`src/hw/rob_pkg.sv`:
```
package rob_pkg;

  // ------------------------------
  // sizing
  // ------------------------------
  localparam int DISP_SIZE      = 4;
  localparam int CMT_ENTRY_SIZE = 8;
  localparam int CMT_ENTRY_W    = 3;
  // entry index plus wrap bit
  localparam int CMT_ID_W       = CMT_ENTRY_W + 1;
  localparam int DONE_PORTS     = 2;
  localparam int RNID_W         = 6;
  localparam int REGIDX_W       = 5;
  localparam int PC_W           = 32;

  // ------------------------------
  // shared types
  // ------------------------------
  // msb is the wrap bit, low bits index the buffer
  typedef logic [CMT_ID_W-1:0]  cmt_id_t;
  // one bit per slot of a dispatch group
  typedef logic [DISP_SIZE-1:0] grp_id_t;
  typedef logic [RNID_W-1:0]    rnid_t;
  typedef logic [REGIDX_W-1:0]  regidx_t;
  typedef logic [PC_W-1:0]      pc_t;

  // risc-v style cause codes
  typedef enum logic [3:0] {
    INST_ADDR_MISALIGN  = 4'd0,
    INST_ACC_FAULT      = 4'd1,
    ILLEGAL_INST        = 4'd2,
    BREAKPOINT          = 4'd3,
    LOAD_ADDR_MISALIGN  = 4'd4,
    LOAD_ACC_FAULT      = 4'd5,
    STORE_ADDR_MISALIGN = 4'd6,
    STORE_ACC_FAULT     = 4'd7,
    ECALL_M             = 4'd11,
    INST_PAGE_FAULT     = 4'd12
  } except_t;

  // one buffer entry, a whole dispatch group
  typedef struct packed {
    logic                    valid;
    grp_id_t                 grp_id;
    grp_id_t                 done_grp_id;
    grp_id_t                 dead_grp_id;
    grp_id_t                 except_valid;
    except_t [DISP_SIZE-1:0] except_type;
    pc_t     [DISP_SIZE-1:0] pc;
    // destination register per slot
    grp_id_t                 wr_valid;
    rnid_t   [DISP_SIZE-1:0] rnid;
    rnid_t   [DISP_SIZE-1:0] old_rnid;
    regidx_t [DISP_SIZE-1:0] regidx;
  } rob_entry_t;

endpackage
```
`src/hw/rob_top.sv`:
```
module rob_top
  import rob_pkg::*;
(
  input  logic    i_clk,
  input  logic    i_reset_n,
  // dispatch
  input  logic    i_disp_valid,
  output logic    o_disp_ready,
  output cmt_id_t o_disp_cmt_id,
  input  grp_id_t i_disp_grp_id,
  input  pc_t     i_disp_pc              [DISP_SIZE],
  input  grp_id_t i_disp_wr_valid,
  input  rnid_t   i_disp_rnid            [DISP_SIZE],
  input  rnid_t   i_disp_old_rnid        [DISP_SIZE],
  input  regidx_t i_disp_regidx          [DISP_SIZE],
  input  grp_id_t i_disp_fe_except_valid,
  input  except_t i_disp_fe_except_type  [DISP_SIZE],
  // completion
  input  logic    i_done_valid           [DONE_PORTS],
  input  cmt_id_t i_done_cmt_id          [DONE_PORTS],
  input  grp_id_t i_done_slot            [DONE_PORTS],
  input  logic    i_done_except_valid    [DONE_PORTS],
  input  except_t i_done_except_type     [DONE_PORTS],
  // commit
  output logic    o_commit_valid,
  output cmt_id_t o_commit_cmt_id,
  output grp_id_t o_commit_grp_id,
  output grp_id_t o_commit_dead_id,
  output logic    o_commit_except_valid,
  output except_t o_commit_except_type,
  output pc_t     o_commit_epc,
  output grp_id_t o_commit_rd_valid,
  output rnid_t   o_commit_rd_rnid       [DISP_SIZE],
  output rnid_t   o_commit_old_rnid      [DISP_SIZE],
  output regidx_t o_commit_rd_regidx     [DISP_SIZE]
);

  cmt_id_t                   w_in_ptr;
  cmt_id_t                   w_out_ptr;
  logic                      w_accept;
  logic                      w_kill;
  logic                      w_head_done;
  grp_id_t                   w_fe_valid;
  grp_id_t                   w_fe_tree;
  grp_id_t                   w_fe_first;
  rob_entry_t                w_entry_in;
  rob_entry_t                w_entries  [CMT_ENTRY_SIZE];
  logic [CMT_ENTRY_SIZE-1:0] w_all_done;

  assign w_accept      = i_disp_valid & o_disp_ready;
  assign o_disp_cmt_id = w_in_ptr;

  // ------------------------------
  // front-end exception tree
  // ------------------------------
  assign w_fe_valid = i_disp_fe_except_valid & i_disp_grp_id;

  // slot is covered once any lower or equal slot faulted
  always_comb begin
    w_fe_tree[0] = w_fe_valid[0];
    for (int d = 1; d < DISP_SIZE; d++) begin
      w_fe_tree[d] = w_fe_tree[d-1] | w_fe_valid[d];
    end
  end
  assign w_fe_first = w_fe_tree & ~(w_fe_tree << 1);

  always_comb begin
    w_entry_in              = '0;
    w_entry_in.valid        = 1'b1;
    w_entry_in.grp_id       = i_disp_grp_id;
    w_entry_in.done_grp_id  = w_fe_tree & i_disp_grp_id;
    w_entry_in.except_valid = w_fe_first;
    w_entry_in.wr_valid     = i_disp_wr_valid;
    for (int d = 0; d < DISP_SIZE; d++) begin
      w_entry_in.except_type[d] = i_disp_fe_except_type[d];
      w_entry_in.pc[d]          = i_disp_pc[d];
      w_entry_in.rnid[d]        = i_disp_rnid[d];
      w_entry_in.old_rnid[d]    = i_disp_old_rnid[d];
      w_entry_in.regidx[d]      = i_disp_regidx[d];
    end
  end

  // ------------------------------
  // pointers and entries
  // ------------------------------
  assign w_head_done = w_all_done[w_out_ptr[CMT_ENTRY_W-1:0]];

  rob_ptr u_ptr (
    .i_clk       (i_clk),
    .i_reset_n   (i_reset_n),
    .i_in_valid  (w_accept),
    .i_out_valid (w_head_done),
    .o_in_ptr    (w_in_ptr),
    .o_out_ptr   (w_out_ptr),
    .o_ready     (o_disp_ready)
  );

  for (genvar c = 0; c < CMT_ENTRY_SIZE; c++) begin : g_entry
    rob_entry u_entry (
      .i_clk               (i_clk),
      .i_reset_n           (i_reset_n),
      .i_cmt_id            ({w_in_ptr[CMT_ENTRY_W], CMT_ENTRY_W'(c)}),
      .i_load_valid        (w_accept & (w_in_ptr[CMT_ENTRY_W-1:0] == CMT_ENTRY_W'(c))),
      .i_entry_in          (w_entry_in),
      .i_done_valid        (i_done_valid),
      .i_done_cmt_id       (i_done_cmt_id),
      .i_done_slot         (i_done_slot),
      .i_done_except_valid (i_done_except_valid),
      .i_done_except_type  (i_done_except_type),
      .i_kill              (w_kill),
      .i_retire            (w_head_done & (w_out_ptr[CMT_ENTRY_W-1:0] == CMT_ENTRY_W'(c))),
      .o_entry             (w_entries[c]),
      .o_all_done          (w_all_done[c])
    );
  end

  rob_commit u_commit (
    .i_clk                 (i_clk),
    .i_reset_n             (i_reset_n),
    .i_head_entry          (w_entries[w_out_ptr[CMT_ENTRY_W-1:0]]),
    .i_head_cmt_id         (w_out_ptr),
    .i_head_done           (w_head_done),
    .o_kill                (w_kill),
    .o_commit_valid        (o_commit_valid),
    .o_commit_cmt_id       (o_commit_cmt_id),
    .o_commit_grp_id       (o_commit_grp_id),
    .o_commit_dead_id      (o_commit_dead_id),
    .o_commit_except_valid (o_commit_except_valid),
    .o_commit_except_type  (o_commit_except_type),
    .o_commit_epc          (o_commit_epc),
    .o_commit_rd_valid     (o_commit_rd_valid),
    .o_commit_rd_rnid      (o_commit_rd_rnid),
    .o_commit_old_rnid     (o_commit_old_rnid),
    .o_commit_rd_regidx    (o_commit_rd_regidx)
  );

endmodule

```
`src/hw/rob_commit.sv`:
```
module rob_commit
  import rob_pkg::*;
(
  input  logic       i_clk,
  input  logic       i_reset_n,
  input  rob_entry_t i_head_entry,
  input  cmt_id_t    i_head_cmt_id,
  input  logic       i_head_done,
  output logic       o_kill,
  output logic       o_commit_valid,
  output cmt_id_t    o_commit_cmt_id,
  output grp_id_t    o_commit_grp_id,
  output grp_id_t    o_commit_dead_id,
  output logic       o_commit_except_valid,
  output except_t    o_commit_except_type,
  output pc_t        o_commit_epc,
  output grp_id_t    o_commit_rd_valid,
  output rnid_t      o_commit_rd_rnid   [DISP_SIZE],
  output rnid_t      o_commit_old_rnid  [DISP_SIZE],
  output regidx_t    o_commit_rd_regidx [DISP_SIZE]
);

  grp_id_t w_live_except;
  grp_id_t w_younger;
  grp_id_t w_dead_id;
  logic    w_except;
  except_t w_except_type;
  pc_t     w_epc;

  // ------------------------------
  // exception slot selection
  // ------------------------------
  // ignore dead slots and slots outside the group
  assign w_live_except = i_head_entry.except_valid & i_head_entry.grp_id &
                         ~i_head_entry.dead_grp_id;
  assign w_except      = |w_live_except;

  // lowest live exception wins, everything above it dies
  always_comb begin
    logic seen;
    seen          = 1'b0;
    w_younger     = '0;
    w_except_type = INST_ADDR_MISALIGN;
    w_epc         = '0;
    for (int d = 0; d < DISP_SIZE; d++) begin
      w_younger[d] = seen & i_head_entry.grp_id[d];
      if (w_live_except[d] && !seen) begin
        w_except_type = i_head_entry.except_type[d];
        w_epc         = i_head_entry.pc[d];
      end
      seen = seen | w_live_except[d];
    end
  end

  assign w_dead_id = (i_head_entry.dead_grp_id | w_younger) & i_head_entry.grp_id;

  // flush all younger entries in the retire cycle
  assign o_kill = i_head_done & w_except;

  // ------------------------------
  // registered commit outputs
  // ------------------------------
  always_ff @(posedge i_clk or negedge i_reset_n) begin
    if (!i_reset_n) begin
      o_commit_valid        <= 1'b0;
      o_commit_except_valid <= 1'b0;
    end else begin
      o_commit_valid        <= i_head_done;
      o_commit_except_valid <= i_head_done & w_except;
    end
  end

  always_ff @(posedge i_clk) begin
    if (i_head_done) begin
      o_commit_cmt_id      <= i_head_cmt_id;
      o_commit_grp_id      <= i_head_entry.grp_id;
      o_commit_dead_id     <= w_dead_id;
      o_commit_except_type <= w_except_type;
      o_commit_epc         <= w_epc;
      // rename update, qualified by dead_id downstream
      o_commit_rd_valid    <= i_head_entry.wr_valid;
      for (int d = 0; d < DISP_SIZE; d++) begin
        o_commit_rd_rnid[d]   <= i_head_entry.rnid[d];
        o_commit_old_rnid[d]  <= i_head_entry.old_rnid[d];
        o_commit_rd_regidx[d] <= i_head_entry.regidx[d];
      end
    end
  end

endmodule

```
`src/hw/rob_entry.sv`:
```
module rob_entry
  import rob_pkg::*;
(
  input  logic       i_clk,
  input  logic       i_reset_n,
  input  cmt_id_t    i_cmt_id,
  input  logic       i_load_valid,
  input  rob_entry_t i_entry_in,
  input  logic       i_done_valid        [DONE_PORTS],
  input  cmt_id_t    i_done_cmt_id       [DONE_PORTS],
  input  grp_id_t    i_done_slot         [DONE_PORTS],
  input  logic       i_done_except_valid [DONE_PORTS],
  input  except_t    i_done_except_type  [DONE_PORTS],
  input  logic       i_kill,
  input  logic       i_retire,
  output rob_entry_t o_entry,
  output logic       o_all_done
);

  // control state
  logic                  r_valid;
  grp_id_t               r_done;
  grp_id_t               r_dead;
  grp_id_t               r_except_valid;

  // payload, only meaningful while r_valid
  rob_entry_t            r_payload;
  cmt_id_t               r_cmt_id;

  logic [DONE_PORTS-1:0] w_done_hit;
  grp_id_t               w_done_set;
  grp_id_t               w_except_set;
  grp_id_t               w_kill_grp;

  // ------------------------------
  // completion report match
  // ------------------------------
  for (genvar p = 0; p < DONE_PORTS; p++) begin : g_done
    // full id compare so a stale wrap never hits
    assign w_done_hit[p] = r_valid & i_done_valid[p] & (i_done_cmt_id[p] == r_cmt_id);

    a_done_to_valid : assert property (@(posedge i_clk) disable iff (!i_reset_n)
      i_done_valid[p] && (i_done_cmt_id[p][CMT_ENTRY_W-1:0] == i_cmt_id[CMT_ENTRY_W-1:0])
      |-> r_valid);
  end

  always_comb begin
    w_done_set   = '0;
    w_except_set = '0;
    for (int p = 0; p < DONE_PORTS; p++) begin
      if (w_done_hit[p]) begin
        w_done_set = w_done_set | i_done_slot[p];
        if (i_done_except_valid[p]) begin
          w_except_set = w_except_set | i_done_slot[p];
        end
      end
    end
  end

  // a kill in the load cycle hits the incoming group
  assign w_kill_grp = !i_kill      ? '0 :
                      i_load_valid ? i_entry_in.grp_id :
                                     r_payload.grp_id;

  // ------------------------------
  // state update
  // ------------------------------
  always_ff @(posedge i_clk or negedge i_reset_n) begin
    if (!i_reset_n) begin
      r_valid        <= 1'b0;
      r_done         <= '0;
      r_dead         <= '0;
      r_except_valid <= '0;
    end else if (i_load_valid) begin
      r_valid        <= 1'b1;
      r_done         <= i_entry_in.done_grp_id | w_kill_grp;
      r_dead         <= i_entry_in.dead_grp_id | w_kill_grp;
      r_except_valid <= i_entry_in.except_valid;
    end else if (i_retire) begin
      r_valid <= 1'b0;
    end else if (r_valid) begin
      r_done         <= r_done | w_done_set | w_kill_grp;
      r_dead         <= r_dead | w_kill_grp;
      r_except_valid <= r_except_valid | w_except_set;
    end
  end

  always_ff @(posedge i_clk) begin
    if (i_load_valid) begin
      r_payload <= i_entry_in;
      r_cmt_id  <= i_cmt_id;
    end else begin
      for (int p = 0; p < DONE_PORTS; p++) begin
        for (int d = 0; d < DISP_SIZE; d++) begin
          if (w_done_hit[p] && i_done_except_valid[p] && i_done_slot[p][d]) begin
            r_payload.except_type[d] <= i_done_except_type[p];
          end
        end
      end
    end
  end

  always_comb begin
    o_entry              = r_payload;
    o_entry.valid        = r_valid;
    o_entry.done_grp_id  = r_done;
    o_entry.dead_grp_id  = r_dead;
    o_entry.except_valid = r_except_valid;
  end

  // every slot of the group finished or killed
  assign o_all_done = r_valid & ((r_payload.grp_id & ~(r_done | r_dead)) == '0);

  a_no_load_when_valid : assert property (@(posedge i_clk) disable iff (!i_reset_n)
    i_load_valid |-> !r_valid);

endmodule

```
`src/hw/rob_ptr.sv`:
```
module rob_ptr
  import rob_pkg::*;
(
  input  logic    i_clk,
  input  logic    i_reset_n,
  input  logic    i_in_valid,
  input  logic    i_out_valid,
  output cmt_id_t o_in_ptr,
  output cmt_id_t o_out_ptr,
  output logic    o_ready
);

  cmt_id_t             r_in_ptr;
  cmt_id_t             r_out_ptr;
  logic [CMT_ID_W-1:0] w_count;
  logic                w_full;
  logic                w_empty;

  always_ff @(posedge i_clk or negedge i_reset_n) begin
    if (!i_reset_n) begin
      r_in_ptr  <= '0;
      r_out_ptr <= '0;
    end else begin
      if (i_in_valid) begin
        r_in_ptr <= r_in_ptr + CMT_ID_W'(1);
      end
      if (i_out_valid) begin
        r_out_ptr <= r_out_ptr + CMT_ID_W'(1);
      end
    end
  end

  // wrap bit makes the difference range 0..CMT_ENTRY_SIZE
  assign w_count = r_in_ptr - r_out_ptr;
  assign w_full  = (w_count == CMT_ID_W'(CMT_ENTRY_SIZE));
  assign w_empty = (w_count == '0);

  assign o_in_ptr  = r_in_ptr;
  assign o_out_ptr = r_out_ptr;
  assign o_ready   = !w_full;

  // dispatch handshake in the top must respect ready
  a_no_in_when_full : assert property (@(posedge i_clk) disable iff (!i_reset_n)
    i_in_valid |-> !w_full);

  // head all-done can only come from a valid entry
  a_no_out_when_empty : assert property (@(posedge i_clk) disable iff (!i_reset_n)
    i_out_valid |-> !w_empty);

endmodule

```
`config.mk`:
```
export PLATFORM = sky130hd
export DESIGN_NAME = rob_top
export DESIGN_NICKNAME = d
export VERILOG_FILES = /design/src/hw/rob_pkg.sv /design/src/hw/rob_top.sv /design/src/hw/rob_commit.sv /design/src/hw/rob_entry.sv /design/src/hw/rob_ptr.sv
export SDC_FILE = /design/constraint.sdc
export NUM_CORES = 2
export LEC_CHECK = 0
export BUFFER_PORTS_ARGS = -buffer_cell sky130_fd_sc_hd__buf_4
export CAP_MARGIN = 20
export CORE_ASPECT_RATIO = 1.5
export CORE_MARGIN = 2
export CORE_UTILIZATION = 45
export CTS_BUF_LIST = sky130_fd_sc_hd__clkbuf_8
export CTS_CLUSTER_SIZE = 24
export DETAILED_ROUTE_END_ITERATION = 12
export PLACE_DENSITY = 0.65
export SETUP_SLACK_MARGIN = 0.1
export SYNTH_ARGS = -nofsm -noshare
export SYNTH_HDL_FRONTEND = slang
export SYNTH_SLANG_ARGS = --single-unit
```
`constraint.sdc`:
```
create_clock -name i_clk -period 12.3 [get_ports i_clk]
set_input_delay 3.69 -clock i_clk [delete_from_list [all_inputs] [get_ports i_clk]]
set_output_delay 3.69 -clock i_clk [all_outputs]
set_load 0.005 [all_outputs]
```
== After elaboration in Yosys (flattened, before gate mapping) ==
Index checks and enable logic that the tools add are counted.

* Flip-flop bits (word level): 2002
* Bits of input ports: 255
* Output and inout bits: 127
* Word-level logic and storage cells: 822

* $add $sub $neg: 3
* Magnitude comparators: 2
* Eq/ne operators: 39
* Muxes and demuxes: 230
* Bitwise gates (word level): 156
* Reduce and logical (&&, ||, !) cells: 154

{| class="wikitable"
|+ Operators with widths
! cell !! count
|-
| two-way mux 4 bit || 197
|-
| binary-select mux 233 bit (select 3 bit) || 1
|-
| two-way mux 232 bit || 2
|-
| bitwise OR 4 bit || 65
|-
| two-way mux 16 bit || 8
|-
| two-way mux 32 bit || 4
|-
| nonzero test 3 bit || 32
|-
| logical AND 1 bit || 83
|-
| equality test 4 bit || 16
|-
| bitwise AND 1 bit || 61
|-
| bitwise AND 4 bit || 14
|-
| NOT 4 bit || 10
|-
| zero test 4 bit || 8
|-
| nonzero test 2 bit || 16
|-
| equality test 3 bit (second input constant) || 8
|-
| two-way mux 1 bit || 17
|-
| != test 2 x 1 -> 1 bit (second input constant) || 8
|-
| AND reduction 2 bit || 8
|-
| equality test 3 x 2 -> 1 bit (second input constant) || 4
|-
| adder 4 x 1 -> 4 bit (second input constant) || 2
|-
| equality test 3 x 1 -> 1 bit (second input constant) || 2
|-
| zero test 3 bit || 2
|-
| bitwise OR 1 bit || 5
|-
| equality test 4 bit (second input constant) || 1
|-
| other kinds (7) || 10
|}

== Longest topological paths before layout ==
* Depth in word-level cells: 13
* Depth in mapped cells: 17

== By module ==
Synthesis repeated with hierarchy kept, for this count alone.

* Cell total of the unflattened synthesis: 5395
* Area, all modules: 83804.1 um2

{| class="wikitable"
|+ By module, submodules not included
! module !! times used !! cells each !! area an instance (um2)
|-
| rob_entry || 8 || 385 || 7978.9
|-
| rob_top || 1 || 1979 || 14905.5
|-
| rob_commit || 1 || 299 || 4648.2
|-
| rob_ptr || 1 || 37 || 419.2
|}

== Worst setup path before layout ==
Ideal clock, no wire load.

* Kind: input -> register
* Start: input i_disp_valid
* End: register g_entry[1].u_entry.r_payload (netlist bit g_entry[1].u_entry.o_entry[0]), enable pin
* Arrival: 10.454 ns
* Data required time: 11.652 ns
* Slack: 1.198 ns
* Stages: 7
* Cell sequence: inv_1 > a311oi_1 > clkbuf_1 > nand2_1 > inv_1 > clkbuf_1 > buf_1

* Word-level cells in the longest chain between the ends: 2

{| class="wikitable"
|+ RTL lines
! item !! RTL line !! RTL
|-
| from (decl) || rob_top.sv:7 || <nowiki>input logic i_disp_valid,</nowiki>
|-
| bitwise AND 1 bit || rob_top.sv:50 || <nowiki>assign w_accept = i_disp_valid & o_disp_ready;</nowiki>
|-
| bitwise AND 1 bit || rob_top.sv:103 || <nowiki>.i_load_valid (w_accept & (w_in_ptr[CMT_ENTRY_W-1:0] == CMT_ENTRY_W'(c))),</nowiki>
|-
| net g_entry[1].u_entry.i_load_valid || rob_entry.sv:7 || <nowiki>input logic i_load_valid,</nowiki>
|-
| to (signal assigned) || rob_entry.sv:90 || <nowiki>r_payload <= i_entry_in;</nowiki>
|-
| to (decl) || rob_entry.sv:27 || <nowiki>rob_entry_t r_payload;</nowiki>
|}

The timed path passes the listed nets, and every way through them passes these cells.
A chain may end at the register's enable or synchronous reset.

== Final worst setup path ==
* Start: register u_ptr.r_out_ptr[1] (netlist: u_ptr.o_out_ptr[1])
* End: output o_disp_ready

* Word-level cells in the longest chain between the ends: 3

{| class="wikitable"
|+ RTL lines
! item !! RTL line !! RTL
|-
| from (decl) || rob_ptr.sv:14 || <nowiki>cmt_id_t r_out_ptr;</nowiki>
|-
| from (signal assigned) || rob_ptr.sv:28 || <nowiki>r_out_ptr <= r_out_ptr + CMT_ID_W'(1);</nowiki>
|-
| subtractor 4 bit || rob_ptr.sv:34 || <nowiki>assign w_count = r_in_ptr - r_out_ptr;</nowiki>
|-
| equality test 4 bit || rob_ptr.sv:35 || <nowiki>assign w_full = (w_count == CMT_ID_W'(CMT_ENTRY_SIZE));</nowiki>
|-
| zero test 1 bit || rob_ptr.sv:40 || <nowiki>assign o_ready = !w_full;</nowiki>
|-
| to (decl) || rob_top.sv:8 || <nowiki>output logic o_disp_ready,</nowiki>
|}

Every way passes these cells.

==> results.sh <==
export IMPL_fillers=14600
export IMPL_final_hold_viol_count=0
export IMPL_synth_edf_count=1888
export IMPL_place_inst=7025
export IMPL_setup_slack_ps=5110
export IMPL_critical_path_class="reg -> out"
export IMPL_antenna_found_initial=31
export IMPL_cp_start_kind="register"
export IMPL_numCtsBuffers=308
export IMPL_instances_no_fill=7572
export IMPL_r2r_end="g_entry[7].u_entry.r_done[3]"
export IMPL_endpoint_kind="output port"
export IMPL_synth_top_area_share_pct=70.0
export IMPL_place_ws_ps=5330
export IMPL_die_area_mm2=0.183
export IMPL_vdd_ir_drop_worst_uv=176
export IMPL_cts_max_path_buffers=4
export IMPL_crit_path_start="u_ptr.o_out_ptr[1]"
export IMPL_grt_pass1_wl_mm=312
export IMPL_seqPwrFrac_pct=43.6
export IMPL_skew_ps=102
export IMPL_placed_cell_area_mm2=0.0865
export IMPL_switching_share_pct=34.5
export IMPL_synth_seq_area_share_pct=73.6
export IMPL_reg2reg_from="u_ptr.o_out_ptr[0]"
export IMPL_crit_fanout=32
export IMPL_cp_num_buf_inv=2
export IMPL_setup_violations=0
export IMPL_hpwl_mm=122
export IMPL_worst_hold_slack_ps=500
export IMPL_synth_async_reset_ratio_pct=5.69
export IMPL_yosysTopAreaCell="edfxtp_1"
export IMPL_core_area_mm2=0.179
export IMPL_worstMarginPinSlew_ps=1160
export IMPL_synth_area_top_cells="edfxtp_1 (70%), mux4_2 (13%), dfrtp_1 (3.5%), nand2_1 (2.8%), mux2i_1 (2.1%)"
export IMPL_routedWlPerCell_um=28.2
export IMPL_multi_input_area_mm2=0.0202
export IMPL_grt_overflow_total=0
export IMPL_synth_common_cells="edfxtp_1 (1,888), nand2_1 (607), mux4_2 (456), o21ai_0 (185), clkbuf_1 (182)"
export IMPL_synth_fp_nets=4730
export IMPL_yosysMostFrequentCell="edfxtp_1"
export IMPL_routed_wl_mm=214
export IMPL_clock_latency_ps=970
export IMPL_rsz0062_at_grt="false"
export IMPL_p_leak_nw=31.5
export IMPL_ant_nets=0
export IMPL_h_tree_depth=5
export IMPL_syn_area_mm2=0.0810
export IMPL_p_per_area_mw_per_mm2=241
export IMPL_syn_inst=4460
export IMPL_cts_root_buf="clkbuf_8"
export IMPL_tritoncts="done"
export IMPL_track_usage_pct=23.3
export IMPL_nets=5209
export IMPL_dr_pass1_iters=6
export IMPL_syn_to_final_growth_pct=13.7
export IMPL_synth_cell_type_count=65
export IMPL_drc=0
export IMPL_clk_pin_slew_ps=60
export IMPL_initial_core_util_pct=45.3
export IMPL_vias=44700
export IMPL_final_max_slew_viol_count=0
export IMPL_hold_buffers=0
export IMPL_grt_pass1_vias=46700
export IMPL_fin_setup_tns_ps=0
export IMPL_cp_required_ps=8610
export IMPL_clkPwrFrac_pct=22.7
export IMPL_drive_gt1_share_pct=26.0
export IMPL_crit_chain="clkinv_1 > ha_1 > nor2b_1 > o21a_1 > o21ai_0 > nand3_1 > buf_4"
export IMPL_cap_violations=0
export IMPL_p_total_mw=22.2
export IMPL_p_int_mw=14.5
export IMPL_ios=382
export IMPL_portBuffers=381
export IMPL_switchingPower_mw=7.66
export IMPL_critPathCapture="o_disp_ready"
export IMPL_hold_path_class="reg -> reg"
export IMPL_period_share_pct=58.5
export IMPL_comb_power_share_pct=33.7
export IMPL_yosys_most_used_dff="edfxtp_1"
export IMPL_avgSynthCellArea_um2=18.2
export IMPL_cts_resized_gates=0
export IMPL_slowest_stage="dfrtp_4"
export IMPL_cts_setup_buffers=0
export IMPL_crit_family="flip-flops"
export IMPL_fin_crit_ps=7190
export IMPL_fp_dieH_um=523
export IMPL_utilization_pct=51.5
export IMPL_maxSlewHeadroom_pct=22.0
export IMPL_clock_fmax_mhz=139
export IMPL_synth_warnings=0
export IMPL_grt_max_degree=129
export IMPL_status="finished, final reports clean"
export IMPL_gp_congestion=0.943
export IMPL_cpPeakStageDelay_ps=780
export IMPL_seq_area_mm2=0.0596
export IMPL_drt_initial_drc_count=3978
export IMPL_cp_num_cells=7
export IMPL_reg2reg_setup_slack_ps=6180
export IMPL_synth_seq_cells=2002
export IMPL_clkSinkCount=2002
export IMPL_cp_data_arrival_time_ps=3500
export IMPL_viasPerCell=5.90
export IMPL_die_width_um=350
export IMPL_ff2ff_path_depth=12
export IMPL_stdcell_area_mm2=0.0920
export IMPL_num_rows=190
-- cells by family (layout without fill, tap and decap cells) --
logic type / after synthesis / after routing / synth area share, %
other cells: 0 / 14 / 0
fa+ha+maj: 15 / 15 / 0.232
compound gates: 629 / 629 / 4.89
mux: 640 / 640 / 15.0
flops: 2002 / 2002 / 73.6
simple gates: 823 / 823 / 4.41
buf+inv: 328 / 1026 / 1.68
xor+xnor: 23 / 23 / 0.249
-- layout make-up --
cell class                 count  share of cell area (%)
clock inverter               211                    1.14
inverter                      38                   0.231
tap                         2400                    3.26
sequential                  2002                    64.7
multi-input combinational   2130                    21.9
timing repair buffer         459                    3.90
clock buffer                 318                    4.76
antenna                       14                  0.0381
-- worst register-to-register path, stage by stage (launching register included) --
cell and delay (ps):
dfrtp_4 700, buf_4 770, buf_4 860, mux4_2 680, mux2i_1 180, and3_2 790, a2111oi_4 90, buf_4 220
or3_2 710, buf_4 350, inv_4 300, a21oi_1 130, o31ai_1 220
-- flip-flops by register name, summed over array words and instances, names as in the netlist --
| register | count |
|---|---|
| g_entry.u_entry.o_entry | 1760 |
| g_entry.u_entry.r_except_valid | 32 |
| u_commit.o_commit_rd_regidx | 20 |
| u_commit.o_commit_epc | 32 |
| u_ptr.o_out_ptr | 4 |
| u_commit.o_commit_rd_valid | 4 |
| u_commit.o_commit_except_type | 4 |
| u_commit.o_commit_old_rnid | 24 |
| u_ptr.o_in_ptr | 4 |
| g_entry.u_entry.r_dead | 32 |
| u_commit.o_commit_dead_id | 4 |
| u_commit.o_commit_cmt_id | 4 |
| u_commit.o_commit_grp_id | 4 |
| u_commit.o_commit_rd_rnid | 24 |
| g_entry.u_entry.r_done | 32 |
| u_commit.o_commit_except_valid | 1 |
| g_entry.u_entry.r_cmt_id | 8 |
| g_entry.u_entry.r_valid | 8 |
| u_commit.o_commit_valid | 1 |
-- routing by layer --
| layer | share of wire, % | global-route usage (%) | vias up |
|---|---|---|---|
| met5 | 0.11 | 0 | - |
| met4 | 4.4 | 10.1 | 36 |
| met3 | 7.7 | 5.24 | 537 |
| met2 | 49 | 37.9 | 1876 |
| met1 | 39 | 30.2 | 23300 |
| li1 | - | - | 18900 |
-- worst min path at each step --
stage                                         start                                   end  cells after the start
6_report       g_entry[7].u_entry.r_except_valid[0]  g_entry[7].u_entry.r_except_valid[0]                      1
5_1_grt        g_entry[3].u_entry.r_except_valid[0]  g_entry[3].u_entry.r_except_valid[0]                      1
2_1_floorplan  g_entry[3].u_entry.r_except_valid[0]  g_entry[3].u_entry.r_except_valid[0]                      1
3_5_place_dp   g_entry[3].u_entry.r_except_valid[0]  g_entry[3].u_entry.r_except_valid[0]                      1
3_3_place_gp   g_entry[3].u_entry.r_except_valid[0]  g_entry[3].u_entry.r_except_valid[0]                      1
4_1_cts        g_entry[3].u_entry.r_except_valid[0]  g_entry[3].u_entry.r_except_valid[0]                      1
-- layout by cell type (no fill, tap or decap), drive strengths merged, types with 45 or more instances in the layout --
cell | Yosys | routed
buf | 103 | 458
mux4 | 456 | 456
edfxtp | 1888 | 1888
dfrtp | 114 | 114
o21ai | 194 | 194
and2 | 45 | 45
nand2 | 607 | 607
clkbuf | 187 | 319
mux2i | 173 | 173
inv | 35 | 149
a211oi | 50 | 50
clkinv | 3 | 90
a21oi | 145 | 145
-- power groups by stage --
| stage | clock [mW] | sequential, mW | combinational, mW |
|---|---|---|---|
| finish | 5.04 | 9.67 | 7.49 |
| global route | 5.44 | 9.77 | 8.03 |
| CTS | 5.18 | 9.67 | 7.56 |
| detailed placement | 0 | 9.80 | 7.55 |
| global placement | 0 | 9.76 | 7.48 |
| floorplan | 0 | 9.86 | 4.74 |
(Power assumes the default switching activity.)
